## src/source/debug_cfg.svh

```systemverilog
`ifndef DEBUG_CFG_SVH
`define DEBUG_CFG_SVH

////////////////////////////////////////////////////////////////////////
// uart timing
////////////////////////////////////////////////////////////////////////

`define DBG_CLKS_PER_BIT 16 // clocks per serial bit

////////////////////////////////////////////////////////////////////////
// instruction memory and opcodes
////////////////////////////////////////////////////////////////////////

`define DBG_ADDR_W 6 // 64 instruction words
`define DBG_HALT_OPCODE 6'b111111

// host command bytes
`define DBG_CMD_START 8'h01
`define DBG_CMD_CONTINUOUS 8'h02
`define DBG_CMD_STEP_MODE 8'h03
`define DBG_CMD_REPROGRAM 8'h05
`define DBG_CMD_STEP 8'h06

`endif

```

## src/source/debug_pkg.sv

```systemverilog
`default_nettype none

`include "debug_cfg.svh"

package debug_pkg;

	// one instruction word, seen as bytes or as fields
	typedef union packed {
		logic [3:0][7:0] bytes; // byte 0 arrives first
		struct packed {
			logic [5:0] opcode;
			logic [25:0] rest;
		} fields;
	} inst_word_u;

	// received byte with its done tick
	typedef struct packed {
		logic done;
		logic [7:0] data;
	} rx_byte_t;

	typedef struct packed {
		logic enable; // one fetch allowed
		logic clear;  // back to address zero
	} core_ctrl_t;

	typedef struct packed {
		logic [`DBG_ADDR_W-1:0] pc;
		logic [15:0] cycles;
		logic halted;
	} core_status_t;

	typedef struct packed {
		logic strobe;
		logic [`DBG_ADDR_W-1:0] addr;
		inst_word_u word;
	} mem_write_t;

endpackage

`default_nettype wire

```

## src/source/uart_rx.sv

```systemverilog
`timescale 1ns/1ps
`default_nettype none

`include "debug_cfg.svh"

module uart_rx
(
	input  logic clk,
	input  logic reset,
	input  logic rx_serial,
	output debug_pkg::rx_byte_t rx_byte
);

	localparam int cnt_w = $clog2(`DBG_CLKS_PER_BIT);

	typedef enum logic [1:0] {st_idle, st_start, st_data, st_stop} state_t;

	state_t state;
	logic [1:0] sync_q;
	logic [cnt_w-1:0] cnt_q;
	logic [2:0] bit_idx;
	logic [7:0] shift_q;
	logic done_q;

	// two flops against metastability
	always_ff @(posedge clk)
	begin
		if (reset)
			sync_q <= 2'b11; // line idles high
		else
			sync_q <= {sync_q[0], rx_serial};
	end

	always_ff @(posedge clk)
	begin
		if (reset)
		begin
			state <= st_idle;
			cnt_q <= '0;
			bit_idx <= '0;
			done_q <= 1'b0;
		end
		else
		begin
			done_q <= 1'b0;
			case (state)
				st_idle:
					if (!sync_q[1])
					begin
						state <= st_start;
						cnt_q <= cnt_w'(`DBG_CLKS_PER_BIT / 2 - 1); // half bit to the middle
					end
				st_start:
					if (cnt_q == '0)
					begin
						bit_idx <= '0;
						cnt_q <= cnt_w'(`DBG_CLKS_PER_BIT - 1);
						// start bit gone high again means a glitch
						state <= sync_q[1] ? st_idle : st_data;
					end
					else
						cnt_q <= cnt_q - 1'b1;
				st_data:
					if (cnt_q == '0)
					begin
						shift_q <= {sync_q[1], shift_q[7:1]}; // lsb first
						cnt_q <= cnt_w'(`DBG_CLKS_PER_BIT - 1);
						bit_idx <= bit_idx + 3'd1;
						if (bit_idx == 3'd7)
							state <= st_stop;
					end
					else
						cnt_q <= cnt_q - 1'b1;
				st_stop:
					if (cnt_q == '0)
					begin
						done_q <= 1'b1; // tick one cycle after mid stop bit
						state <= st_idle;
					end
					else
						cnt_q <= cnt_q - 1'b1;
				default:
					state <= st_idle;
			endcase
		end
	end

	assign rx_byte = '{done: done_q, data: shift_q};

endmodule

`default_nettype wire

```

## src/source/uart_tx.sv

```systemverilog
`timescale 1ns/1ps
`default_nettype none

`include "debug_cfg.svh"

module uart_tx
(
	input  logic clk,
	input  logic reset,
	input  logic tx_start,
	input  logic [7:0] tx_data,
	output logic tx_serial,
	output logic tx_done
);

	localparam int cnt_w = $clog2(`DBG_CLKS_PER_BIT);

	typedef enum logic [1:0] {st_idle, st_start, st_data, st_stop} state_t;

	state_t state;
	logic [cnt_w-1:0] cnt_q;
	logic [2:0] bit_idx;
	logic [7:0] shift_q;

	always_ff @(posedge clk)
	begin
		if (reset)
		begin
			state <= st_idle;
			cnt_q <= '0;
			bit_idx <= '0;
			tx_serial <= 1'b1;
		end
		else
		begin
			if (state != st_idle)
				cnt_q <= cnt_q - 1'b1;
			case (state)
				st_idle:
					if (tx_start)
					begin
						shift_q <= tx_data; // byte taken once per frame
						tx_serial <= 1'b0;
						cnt_q <= cnt_w'(`DBG_CLKS_PER_BIT - 1);
						bit_idx <= '0;
						state <= st_start;
					end
				st_start:
					if (cnt_q == '0)
					begin
						tx_serial <= shift_q[0];
						shift_q <= shift_q >> 1;
						state <= st_data;
					end
				st_data:
					if (cnt_q == '0)
					begin
						bit_idx <= bit_idx + 3'd1;
						if (bit_idx == 3'd7)
						begin
							tx_serial <= 1'b1; // stop bit
							state <= st_stop;
						end
						else
						begin
							tx_serial <= shift_q[0];
							shift_q <= shift_q >> 1;
						end
					end
				st_stop:
					if (cnt_q == '0)
						state <= st_idle;
				default:
					state <= st_idle;
			endcase
		end
	end

	assign tx_done = (state == st_stop) && (cnt_q == '0); // last cycle of stop bit

	// sender must not change the byte before its frame is done
	a_data_held: assert property (@(posedge clk) disable iff (reset)
		(tx_start && !tx_done) |=> (!tx_start || $stable(tx_data)));

endmodule

`default_nettype wire

```

## src/source/debug_unit.sv

```systemverilog
`timescale 1ns/1ps
`default_nettype none

`include "debug_cfg.svh"

module debug_unit
(
	input  logic clk,
	input  logic reset,
	input  debug_pkg::rx_byte_t rx_byte,
	input  logic tx_done,
	output logic tx_start,
	output logic [7:0] tx_data,
	output debug_pkg::mem_write_t mem_write,
	output debug_pkg::core_ctrl_t core_ctrl,
	input  debug_pkg::core_status_t core_status
);

	typedef enum logic [2:0] {
		st_idle,
		st_prog,
		st_wait,
		st_cont,
		st_step,
		st_step_run,
		st_step_settle,
		st_send
	} state_t;

	state_t state;
	logic [1:0] byte_idx;
	logic [`DBG_ADDR_W-1:0] addr_q;
	debug_pkg::inst_word_u word_q;
	debug_pkg::inst_word_u word_next;
	debug_pkg::mem_write_t write_q;
	logic clear_q;
	logic from_step;  // where to go after the report
	logic [1:0] send_idx;
	logic [3:0][7:0] report_q;
	logic last_write;
	logic enter_send;

	////////////////////////////////////////////////////////////////////
	// word assembly
	////////////////////////////////////////////////////////////////////

	always_comb
	begin
		word_next = word_q;
		word_next.bytes[byte_idx] = rx_byte.data;
	end

	always_ff @(posedge clk)
	begin
		if (state == st_prog && rx_byte.done)
			word_q <= word_next;
	end

	// halt word or top address ends programming
	assign last_write = write_q.strobe &&
		(write_q.word.fields.opcode == `DBG_HALT_OPCODE || write_q.addr == '1);

	////////////////////////////////////////////////////////////////////
	// command fsm
	////////////////////////////////////////////////////////////////////

	always_ff @(posedge clk)
	begin
		if (reset)
		begin
			state <= st_idle;
			byte_idx <= '0;
			addr_q <= '0;
			write_q.strobe <= 1'b0;
			clear_q <= 1'b0;
			from_step <= 1'b0;
			send_idx <= '0;
		end
		else
		begin
			write_q.strobe <= 1'b0;
			clear_q <= 1'b0;
			case (state)
				st_idle:
					if (rx_byte.done && rx_byte.data == `DBG_CMD_START)
					begin
						byte_idx <= '0;
						addr_q <= '0;
						state <= st_prog;
					end
				st_prog:
					if (last_write)
						state <= st_wait;
					else if (rx_byte.done)
					begin
						byte_idx <= byte_idx + 2'd1;
						if (byte_idx == 2'd3)
						begin
							write_q.strobe <= 1'b1;
							write_q.addr <= addr_q;
							write_q.word <= word_next;
							addr_q <= addr_q + 1'b1;
						end
					end
				st_wait:
					if (rx_byte.done)
						case (rx_byte.data)
							`DBG_CMD_CONTINUOUS:
							begin
								from_step <= 1'b0;
								state <= st_cont;
							end
							`DBG_CMD_STEP_MODE:
								state <= st_step;
							`DBG_CMD_REPROGRAM:
							begin
								clear_q <= 1'b1;
								state <= st_idle;
							end
							default: ; // anything else is ignored
						endcase
				st_cont:
					if (core_status.halted)
						state <= st_send;
				st_step:
					if (rx_byte.done && rx_byte.data == `DBG_CMD_STEP)
					begin
						from_step <= 1'b1;
						state <= st_step_run;
					end
					else if (rx_byte.done && rx_byte.data == `DBG_CMD_REPROGRAM)
					begin
						clear_q <= 1'b1;
						state <= st_idle;
					end
				st_step_run:
					state <= st_step_settle; // the one enabled cycle
				st_step_settle:
					state <= st_send;
				st_send:
					if (tx_done)
					begin
						send_idx <= send_idx + 2'd1; // wraps to 0 after byte 3
						if (send_idx == 2'd3)
							state <= from_step ? st_step : st_wait;
					end
				default:
					state <= st_idle;
			endcase
		end
	end

	////////////////////////////////////////////////////////////////////
	// report
	////////////////////////////////////////////////////////////////////

	assign enter_send = (state == st_cont && core_status.halted) || (state == st_step_settle);

	// snapshot so the bytes stay steady while they go out
	always_ff @(posedge clk)
	begin
		if (enter_send)
		begin
			report_q[0] <= {{(8 - `DBG_ADDR_W){1'b0}}, core_status.pc};
			report_q[1] <= core_status.cycles[7:0];
			report_q[2] <= core_status.cycles[15:8];
			report_q[3] <= {7'b0, core_status.halted};
		end
	end

	assign tx_start = (state == st_send);
	assign tx_data = report_q[send_idx];
	assign mem_write = write_q;
	assign core_ctrl = '{enable: (state == st_cont) || (state == st_step_run), clear: clear_q};

	a_write_in_prog: assert property (@(posedge clk) disable iff (reset)
		mem_write.strobe |-> state == st_prog);

	a_no_run_while_tx: assert property (@(posedge clk) disable iff (reset)
		core_ctrl.enable |-> !tx_start);

endmodule

`default_nettype wire

```

## src/source/inst_mem.sv

```systemverilog
`timescale 1ns/1ps
`default_nettype none

`include "debug_cfg.svh"

module inst_mem
(
	input  logic clk,
	input  debug_pkg::mem_write_t mem_write,
	input  logic [`DBG_ADDR_W-1:0] read_addr,
	output debug_pkg::inst_word_u read_word
);

	localparam int depth = 2 ** `DBG_ADDR_W;

	debug_pkg::inst_word_u mem [depth];

	// single write port from the loader
	always_ff @(posedge clk)
	begin
		if (mem_write.strobe)
			mem[mem_write.addr] <= mem_write.word;
	end

	assign read_word = mem[read_addr]; // combinational fetch

endmodule

`default_nettype wire

```

## src/source/fetch_core.sv

```systemverilog
`timescale 1ns/1ps
`default_nettype none

`include "debug_cfg.svh"

module fetch_core
(
	input  logic clk,
	input  logic reset,
	input  debug_pkg::core_ctrl_t core_ctrl,
	input  debug_pkg::inst_word_u fetch_word,
	output logic [`DBG_ADDR_W-1:0] fetch_addr,
	output debug_pkg::core_status_t core_status
);

	logic [`DBG_ADDR_W-1:0] pc;
	logic [15:0] cycles;
	logic halted;
	logic is_halt;

	assign is_halt = (fetch_word.fields.opcode == `DBG_HALT_OPCODE);

	always_ff @(posedge clk)
	begin
		if (reset || core_ctrl.clear)
		begin
			pc <= '0;
			cycles <= '0;
			halted <= 1'b0;
		end
		else if (core_ctrl.enable && !halted)
		begin
			// halt word freezes pc on its own address
			if (is_halt)
				halted <= 1'b1;
			else
			begin
				pc <= pc + 1'b1;
				cycles <= cycles + 16'd1;
			end
		end
	end

	assign fetch_addr = pc;
	assign core_status = '{pc: pc, cycles: cycles, halted: halted};

	a_pc_frozen: assert property (@(posedge clk) disable iff (reset)
		(halted && !core_ctrl.clear) |=> $stable(pc));

endmodule

`default_nettype wire

```

## src/source/debug_top.sv

```systemverilog
`timescale 1ns/1ps
`default_nettype none

`include "debug_cfg.svh"

module debug_top
(
	input  logic clk,
	input  logic reset,
	input  logic rx_serial,
	output logic tx_serial
);

	debug_pkg::rx_byte_t rx_byte;
	debug_pkg::mem_write_t mem_write;
	debug_pkg::core_ctrl_t core_ctrl;
	debug_pkg::core_status_t core_status;
	debug_pkg::inst_word_u fetch_word;
	logic [`DBG_ADDR_W-1:0] fetch_addr;
	logic tx_start;
	logic tx_done;
	logic [7:0] tx_data;

	////////////////////////////////////////////////////////////////////
	// serial side
	////////////////////////////////////////////////////////////////////

	uart_rx uart_rx_inst (
		.clk       (clk),
		.reset     (reset),
		.rx_serial (rx_serial),
		.rx_byte   (rx_byte)
	);

	uart_tx uart_tx_inst (
		.clk       (clk),
		.reset     (reset),
		.tx_start  (tx_start),
		.tx_data   (tx_data),
		.tx_serial (tx_serial),
		.tx_done   (tx_done)
	);

	debug_unit debug_unit_inst (
		.clk         (clk),
		.reset       (reset),
		.rx_byte     (rx_byte),
		.tx_done     (tx_done),
		.tx_start    (tx_start),
		.tx_data     (tx_data),
		.mem_write   (mem_write),
		.core_ctrl   (core_ctrl),
		.core_status (core_status)
	);

	// memory and core
	inst_mem inst_mem_inst (
		.clk       (clk),
		.mem_write (mem_write),
		.read_addr (fetch_addr),
		.read_word (fetch_word)
	);

	fetch_core fetch_core_inst (
		.clk         (clk),
		.reset       (reset),
		.core_ctrl   (core_ctrl),
		.fetch_word  (fetch_word),
		.fetch_addr  (fetch_addr),
		.core_status (core_status)
	);

endmodule

`default_nettype wire

```

## config.mk

```make
export PLATFORM = sky130hd
export DESIGN_NAME = debug_top
export DESIGN_NICKNAME = d
export VERILOG_FILES = /design/src/source/debug_pkg.sv /design/src/source/uart_rx.sv /design/src/source/uart_tx.sv /design/src/source/debug_unit.sv /design/src/source/inst_mem.sv /design/src/source/fetch_core.sv /design/src/source/debug_top.sv
export VERILOG_INCLUDE_DIRS = /design/src /design/src/source
export SDC_FILE = /design/constraint.sdc
export NUM_CORES = 1
export LEC_CHECK = 0
export BUFFER_PORTS_ARGS = -buffer_cell sky130_fd_sc_hd__buf_4
export CAP_MARGIN = 20
export CORE_MARGIN = 5
export CORE_UTILIZATION = 65
export CTS_BUF_LIST = sky130_fd_sc_hd__clkbuf_8
export DETAILED_ROUTE_END_ITERATION = 6
export GPL_TIMING_DRIVEN = 0
export HOLD_SLACK_MARGIN = 0.06
export PLACE_DENSITY = 0.81
export SYNTH_ARGS = -nofsm -noshare
export SYNTH_HDL_FRONTEND = slang
export SYNTH_SLANG_ARGS = --single-unit
```

## constraint.sdc

```tcl
create_clock -name clk -period 5.45 [get_ports clk]
set_input_delay 0.2725 -clock clk [delete_from_list [all_inputs] [get_ports clk]]
set_output_delay 0.2725 -clock clk [all_outputs]
set_load 0.01 [all_outputs]
```

==> impl_metrics.py, run 1 <==
metrics = {
    "logic_synthesis": {
        "ys_warn_count": 0,
        "netlist_area_um2": 19600,
        "async_flop_share": 0,
        "synth_seq_area_share": 0.746,
        "netlist.area_leader.share": 0.677,
        "synth_top_area_cell": "edfxtp_1",
        "synthTopCellsByArea": "edfxtp_1, dfxtp_1, mux4_2",
        "dominantRegCellSynth": "edfxtp_1",
        "ys_seq_elements": 508,
        "ys_types": 72,
        "avgSynthCellArea_um2": 15.2,
        "synth-edff-count": 441,
        "syn-num-nets": 1312,
        "synthCells": 1289,
    },
    "cts": {
        "cts_max_path_buffers": 3,
        "cts_root_buf": "clkbuf_8",
        "clk_latency_ns": 0.60,
        "cts_tree": "done",
        "cts.htree.levels": 3,
        "numCtsBuffers": 77,
        "clk_pin_slew_ns": 0.06,
        "clock_sinks": 508,
    },
    "place": {
        "io_buffer_count": 3,
        "hpwl_um": 28000,
        "place_congestion": 0.828,
    },
    "final_layout": {
        "mostFrequentLayoutCell": "edfxtp_1",
        "layout-drive-gt1-share": 0.122,
        "final_cell_mix": "edfxtp_1, nor2_1, clkbuf_8",
        "nNetsFinal": 1409,
        "syn2layout_area_growth_pct": 11.3,
        "nFillCells": 1801,
        "diodes": 0,
    },
    "sta": {
        "hold-worst-slack_ns": 0.419,
        "fin_tns_setup_ns": 0,
        "worst_pin_slew_ns": 1.02,
        "clock_skew_ns": 0.0317,
        "rsz0062_at_grt": "false",
        "slew_violations": 0,
        "max_slew_margin": 0.322,
        "min_period_ns": 4.28,
        "hold_viol": 0,
        "setup_violations": 0,
        "clock.fmax_mhz": 234,
        "finalCritPeriodShare": 0.785,
    },
    "grt": {
        "antenna_found_initial": 1,
        "grt_usage": 0.261,
        "grt_max_degree": 33,
        "grt_pass1_vias": 12100,
        "grt_overflow_total": 0,
        "grt_pass1_wl_um": 67400,
    },
    "outcome": {
        "status": "finished, final reports clean",
    },
    "floorplan": {
        "die_y_um": 183,
        "die_w_um": 183,
        "ios": 4,
        "die-area_um2": 33600,
        "core_um2": 29600,
        "std_cell_rows": 63,
        "initial_core_util": 0.660,
    },
    "power": {
        "p_per_area_nw_per_um2": 329,
        "p_sw_mw": 1.52,
        "p_sw_frac": 0.213,
        "clockPowerShare": 0.382,
        "power.leakage_nw": 7.83,
        "total_power_mw": 7.15,
        "p_comb_frac": 0.028,
        "peakVddDrop_v": 0.000275,
        "p_int_mw": 5.63,
        "p_seq_frac": 0.590,
    },
    "worst_hold_path": {
        "min_path_type": "in -> reg",
        "min_from": "rx_serial",
        "min_to": "uart_rx_inst.sync_q[0]",
        "hold_depth": 3,
    },
    "drt": {
        "routed_wirelength_um": 43300,
        "vias_per_cell": 6.51,
        "vias": 11900,
        "wl_per_cell_um": 23.7,
        "drcViolationCount": 0,
        "firstDrtPassIters": 7,
        "ant_nets": 0,
        "drtIter0Drc": 1301,
    },
    "critical_path": {
        "reg2reg_depth": 12,
        "crit_path_end_kind": "register",
        "start_kind": "register",
        "arrival_ns": 4.78,
        "critical_path.max_fanout": 10,
        "crit_type": "reg -> reg",
        "max_stage_delay_ns": 0.79,
        "r2r_slack_ns": 1.17,
        "path_cells": "buf_2 -> clkbuf_1 -> clkbuf_1 -> nand4_1 -> nand2_1 -> nand3_1 -> a32oi_1 -> o221ai_1 -> a32oi_2 -> buf_2 -> o31ai_1 -> a21oi_1",
        "critPathRequiredTime_ns": 5.95,
        "cp_slowest_cell": "clkbuf_1",
    },
    "flow_run": {
        "maxCapViolations": 0,
    },
}
[metrics by stage]
step	setup WS, ns	utilization	cell area (um^2)	instances
after floorplan	2.72	-	19600	1289
after global placement	1.36	0.677	20100	1682
after detailed placement	1.26	0.689	20400	1695
after CTS	1.23	0.734	21800	1827
after global routing	0.988	0.734	21800	1827
final	1.17	0.734	21800	1827
[layer usage]
metal,vias up,wire length [um],global-route usage
met3,137,3830,0.0524
met1,5826,15900,0.330
met5,-,13,0
met2,668,21800,0.444
li1,5254,-,-
met4,2,1740,0.108
[kinds of logic after synthesis]
| kind of cell | Yosys count | synth area share |
|---|---|---|
| adder cells (fa/ha/maj) | 20 | 0.0128 |
| AO/OA/AOI/OAI | 209 | 0.0715 |
| flip-flops | 508 | 0.746 |
| XOR/XNOR | 9 | 0.00403 |
| buffers and inverters | 87 | 0.0191 |
| AND/OR/NAND/NOR | 412 | 0.110 |
| multiplexers | 44 | 0.0364 |
[final cells by class]
class	instances	area (um^2)	area share
well taps	390	488	0.0224
inverters	28	106	0.00489
flip-flops and latches	508	14600	0.670
plain buffers	59	268	0.0123
repair buffers	18	388	0.0178
clock buffers	80	1100	0.0506
clock inverters	50	215	0.00989
multi-input cells	694	4610	0.212
[repair_timing]
item / 4_1_cts / 5_1_grt
hold buffers: 2 / 0
resized for setup: 0 / 0
buffers inserted: 0 / 0
hold endpoints to repair: 5 / 0
[cells in the mapped netlist (all sizes together), types with 4 or more instances]
| cell type | number |
|---|---|
| xor2 | 7 |
| inv | 27 |
| mux4 | 21 |
| o21ai | 39 |
| a221oi | 4 |
| o31ai | 17 |
| and4 | 6 |
| nor4 | 4 |
| a41oi | 4 |
| nand3 | 57 |
| o211ai | 17 |
| nand2b | 6 |
| a211oi | 11 |
| a22oi | 7 |
| or2 | 14 |
| clkbuf | 38 |
| a2111oi | 4 |
| nand4b | 11 |
| nor3 | 13 |
| dfxtp | 67 |
| mux2i | 16 |
| and2 | 8 |
| or3 | 8 |
| mux2 | 7 |
| and3 | 9 |
| nor3b | 7 |
| nand3b | 11 |
| or4 | 21 |
| nor2b | 7 |
| a21oi | 52 |
| nor4b | 4 |
| edfxtp | 441 |
| a31oi | 17 |
| ha | 20 |
| nand2 | 64 |
| nand4 | 42 |
| nor2 | 117 |
| buf | 21 |
[worst max-delay path: cells and delay by family, from the launching register on]
kind            cells  cell delay [ns]
buf+inv             4             1.91
compound gates      5             1.45
simple gates        3             0.43
flops               1             0.39
[power groups by stage]
stage	clock network [mW]	logic [mW]	registers, mW
after floorplan	0	0.153	4.30
after detailed placement	0	0.201	4.30
after global routing	2.97	0.233	4.22
after global placement	0	0.192	4.30
final	2.73	0.203	4.22
after CTS	2.76	0.205	4.22
[state kept, by name (all words and copies together) (netlist names), 6 cells and up, named ones only]
| name | cells |
|---|---|
| fetch_core_inst.cycles | 16 |
| debug_unit_inst.report_q | 23 |
| inst_mem_inst.mem | 384 |
| debug_unit_inst.mem_write | 13 |
| uart_rx_inst.shift_q | 8 |
| debug_unit_inst.addr_q | 6 |
| debug_unit_inst.word_q | 6 |
| fetch_core_inst.fetch_addr | 6 |
| uart_tx_inst.shift_q | 8 |
[worst max-delay path by stage]
stage | slack [ns] | to | start | cells past startpoint
after detailed placement | 1.26 | register | register | 12
after floorplan | 2.72 | fetch_core_inst.cycles[5] | register | 9
after CTS | 1.23 | register | register | 12
after global placement | 1.36 | register | register | 12
final | 1.17 | register | register | 12
after global routing | 0.99 | register | register | 12
(Power assumes the default switching activity.)
==> inputs of run 2 (changes only) <==
- clock period: 5.45 -> 4 ns (I/O delays scaled with it)
==> run 2 against run 1 <==
Register-to-register slack got worse by 1.0 ns. Sequential power increased by 36%. First-iteration DRC count decreased by 9.8%. Combinational power increased by 36%. Critical path depth unchanged. Die area unchanged. Clock power increased by 36%. Global-route usage decreased by 0.061 points. Largest cell class unchanged.
==> impl_metrics.py, run 2 (synthesis gave the netlist of run 1 again) <==
metrics = {
    "critical_path": {
        "path_cells": "buf_4 -> buf_6 -> buf_4 -> clkbuf_1 -> o211ai_1 -> a31oi_1 -> nor4_1 -> o221ai_1 -> a32oi_4 -> buf_6 -> nor4_2 -> mux2i_1",
        "reg2reg_depth": 12,
        "cp_slowest_cell": "clkbuf_1",
        "crit_cells": 12,
        "crit_family": "buffers and inverters",
        "critPathRequiredTime_ns": 4.50,
        "r2r_slack_ns": 0.13,
        "arrival_ns": 4.36,
        "critPathBufInv": 5,
        "critical_path.max_fanout": 10,
        "crit_type": "reg -> reg",
        "start_kind": "register",
        "crit_path_end_kind": "register",
        "max_stage_delay_ns": 0.57,
    },
    "sta": {
        "hold-worst-slack_ns": 0.348,
        "clock.fmax_mhz": 259,
        "max_slew_margin": 0.340,
        "slew_violations": 0,
        "clock_skew_ns": 0.0300,
        "setup_violations": 0,
        "timing.final.ws_setup_ns": 0.132,
        "fin_tns_setup_ns": 0,
        "min_period_ns": 3.87,
        "worst_pin_slew_ns": 0.991,
        "finalCritPeriodShare": 0.967,
        "hold_viol": 0,
        "rsz0062_at_grt": "false",
    },
    "grt": {
        "top_usage_layer": "met2",
        "grt_pass1_wl_um": 67300,
        "grtUsageMet2": 0.445,
        "grt_max_degree": 33,
        "use_met1": 0.331,
        "grt_pass1_vias": 12100,
        "grt_usage": 0.260,
        "grt_overflow_total": 0,
        "grt_use_met3": 0.0512,
        "antenna_found_initial": 0,
    },
    "power": {
        "peakVddDrop_v": 0.000374,
        "power.leakage_nw": 6.37,
        "p_per_area_nw_per_um2": 448,
    },
    "final_layout": {
        "largest_register": "inst_mem_inst.mem",
        "top_regs": "inst_mem_inst.mem (384), debug_unit_inst.report_q (23), fetch_core_inst.cycles (16)",
        "mostFrequentLayoutCell": "edfxtp_1",
        "largest_reg_flops": 384,
        "syn2layout_area_growth_pct": 11.4,
        "fin_area_um2": 21800,
        "layout-drive-gt1-share": 0.126,
        "nNetsFinal": 1408,
        "final_cell_mix": "edfxtp_1, nor2_1, clkbuf_8",
    },
    "drt": {
        "drtIter0Drc": 1174,
        "vias_per_cell": 6.47,
        "firstDrtPassIters": 5,
        "wl_per_cell_um": 23.7,
        "drcViolationCount": 0,
        "vias": 11800,
        "routed_wirelength_um": 43300,
        "ant_nets": 0,
    },
    "cts": {
        "clock_sinks": 508,
        "clk_pin_slew_ns": 0.06,
        "cts_root_buf": "clkbuf_8",
        "clk_latency_ns": 0.59,
        "cts_setup_buffers": 0,
        "cts.htree.levels": 3,
        "cts_max_path_buffers": 3,
        "cts_tree": "done",
        "numCtsBuffers": 77,
    },
    "worst_hold_path": {
        "min_path_type": "in -> reg",
        "hold_depth": 3,
    },
    "floorplan": {
        "die-area_um2": 33600,
        "die_y_um": 183,
        "core_um2": 29600,
        "ios": 4,
        "initial_core_util": 0.660,
        "std_cell_rows": 63,
        "die_w_um": 183,
    },
    "outcome": {
        "status": "finished, final reports clean",
    },
    "place": {
        "dpl_worst_slack_ns": -0.190,
        "io_buffer_count": 3,
        "place_area_um2": 20400,
        "hpwl_um": 28000,
        "place_congestion": 0.828,
    },
    "flow_run": {
        "maxCapViolations": 0,
    },
}
run 2: per-stage QoR:
step / power (mW) / cells / util
2_1_floorplan: 6.06 / 1289 / -
3_3_place_gp: 6.12 / 1682 / 0.677
3_5_place_dp: 6.14 / 1695 / 0.689
4_1_cts: 9.79 / 1826 / 0.734
5_1_grt: 10.1 / 1826 / 0.735
6_report: 9.75 / 1827 / 0.735
run 2: report_power, final:
part	switching, mW	internal (mW)	total [mW]
registers	0.0290	5.72	5.75
logic	0.174	0.103	0.277
clock network	1.87	1.85	3.72
total	2.08	7.67	9.75
run 2: worst reg2reg max path, cell delays in order (launching register included):
cell and delay, ns:
dfxtp_1 0.31, buf_4 0.19, buf_6 0.22, buf_4 0.29, clkbuf_1 0.57, o211ai_1 0.19, a31oi_1 0.20, nor4_1 0.08
o221ai_1 0.55, a32oi_4 0.30, buf_6 0.23, nor4_2 0.42, mux2i_1 0.23
run 2: what timing repair did:
item,in CTS,in global routing
cloned,0,0
endpoints found under the hold margin,5,0
endpoints found under the setup margin,26,26
hold buffers,2,0
gates resized for setup,4,5
run 2: routing by layer:
metal	part of all wire	wire length, um	up-vias
met1	0.37	16000	5833
met5	0	0	-
met3	0.084	3650	131
met2	0.51	22100	606
met4	0.036	1570	0
li1	-	-	5249
run 2: area by class of cell:
class / instances / area (um^2)
sequential: 508 / 14600
fill: 1798 / 7860
multi-input combinational: 694 / 4620
clock buffer: 80 / 1100
tap: 390 / 488
timing repair buffer: 18 / 388
buffer: 58 / 272
clock inverter: 50 / 215
inverter: 28 / 106
antenna: 1 / 2.50
run 2: worst paths after layout:
check | from | to
min | rx_serial | uart_rx_inst.sync_q[0]
max | register | fetch_core_inst.fetch_addr[5]
max reg2reg | register | fetch_core_inst.fetch_addr[5]
min reg2reg | uart_rx_inst.sync_q[0] | uart_rx_inst.sync_q[1]
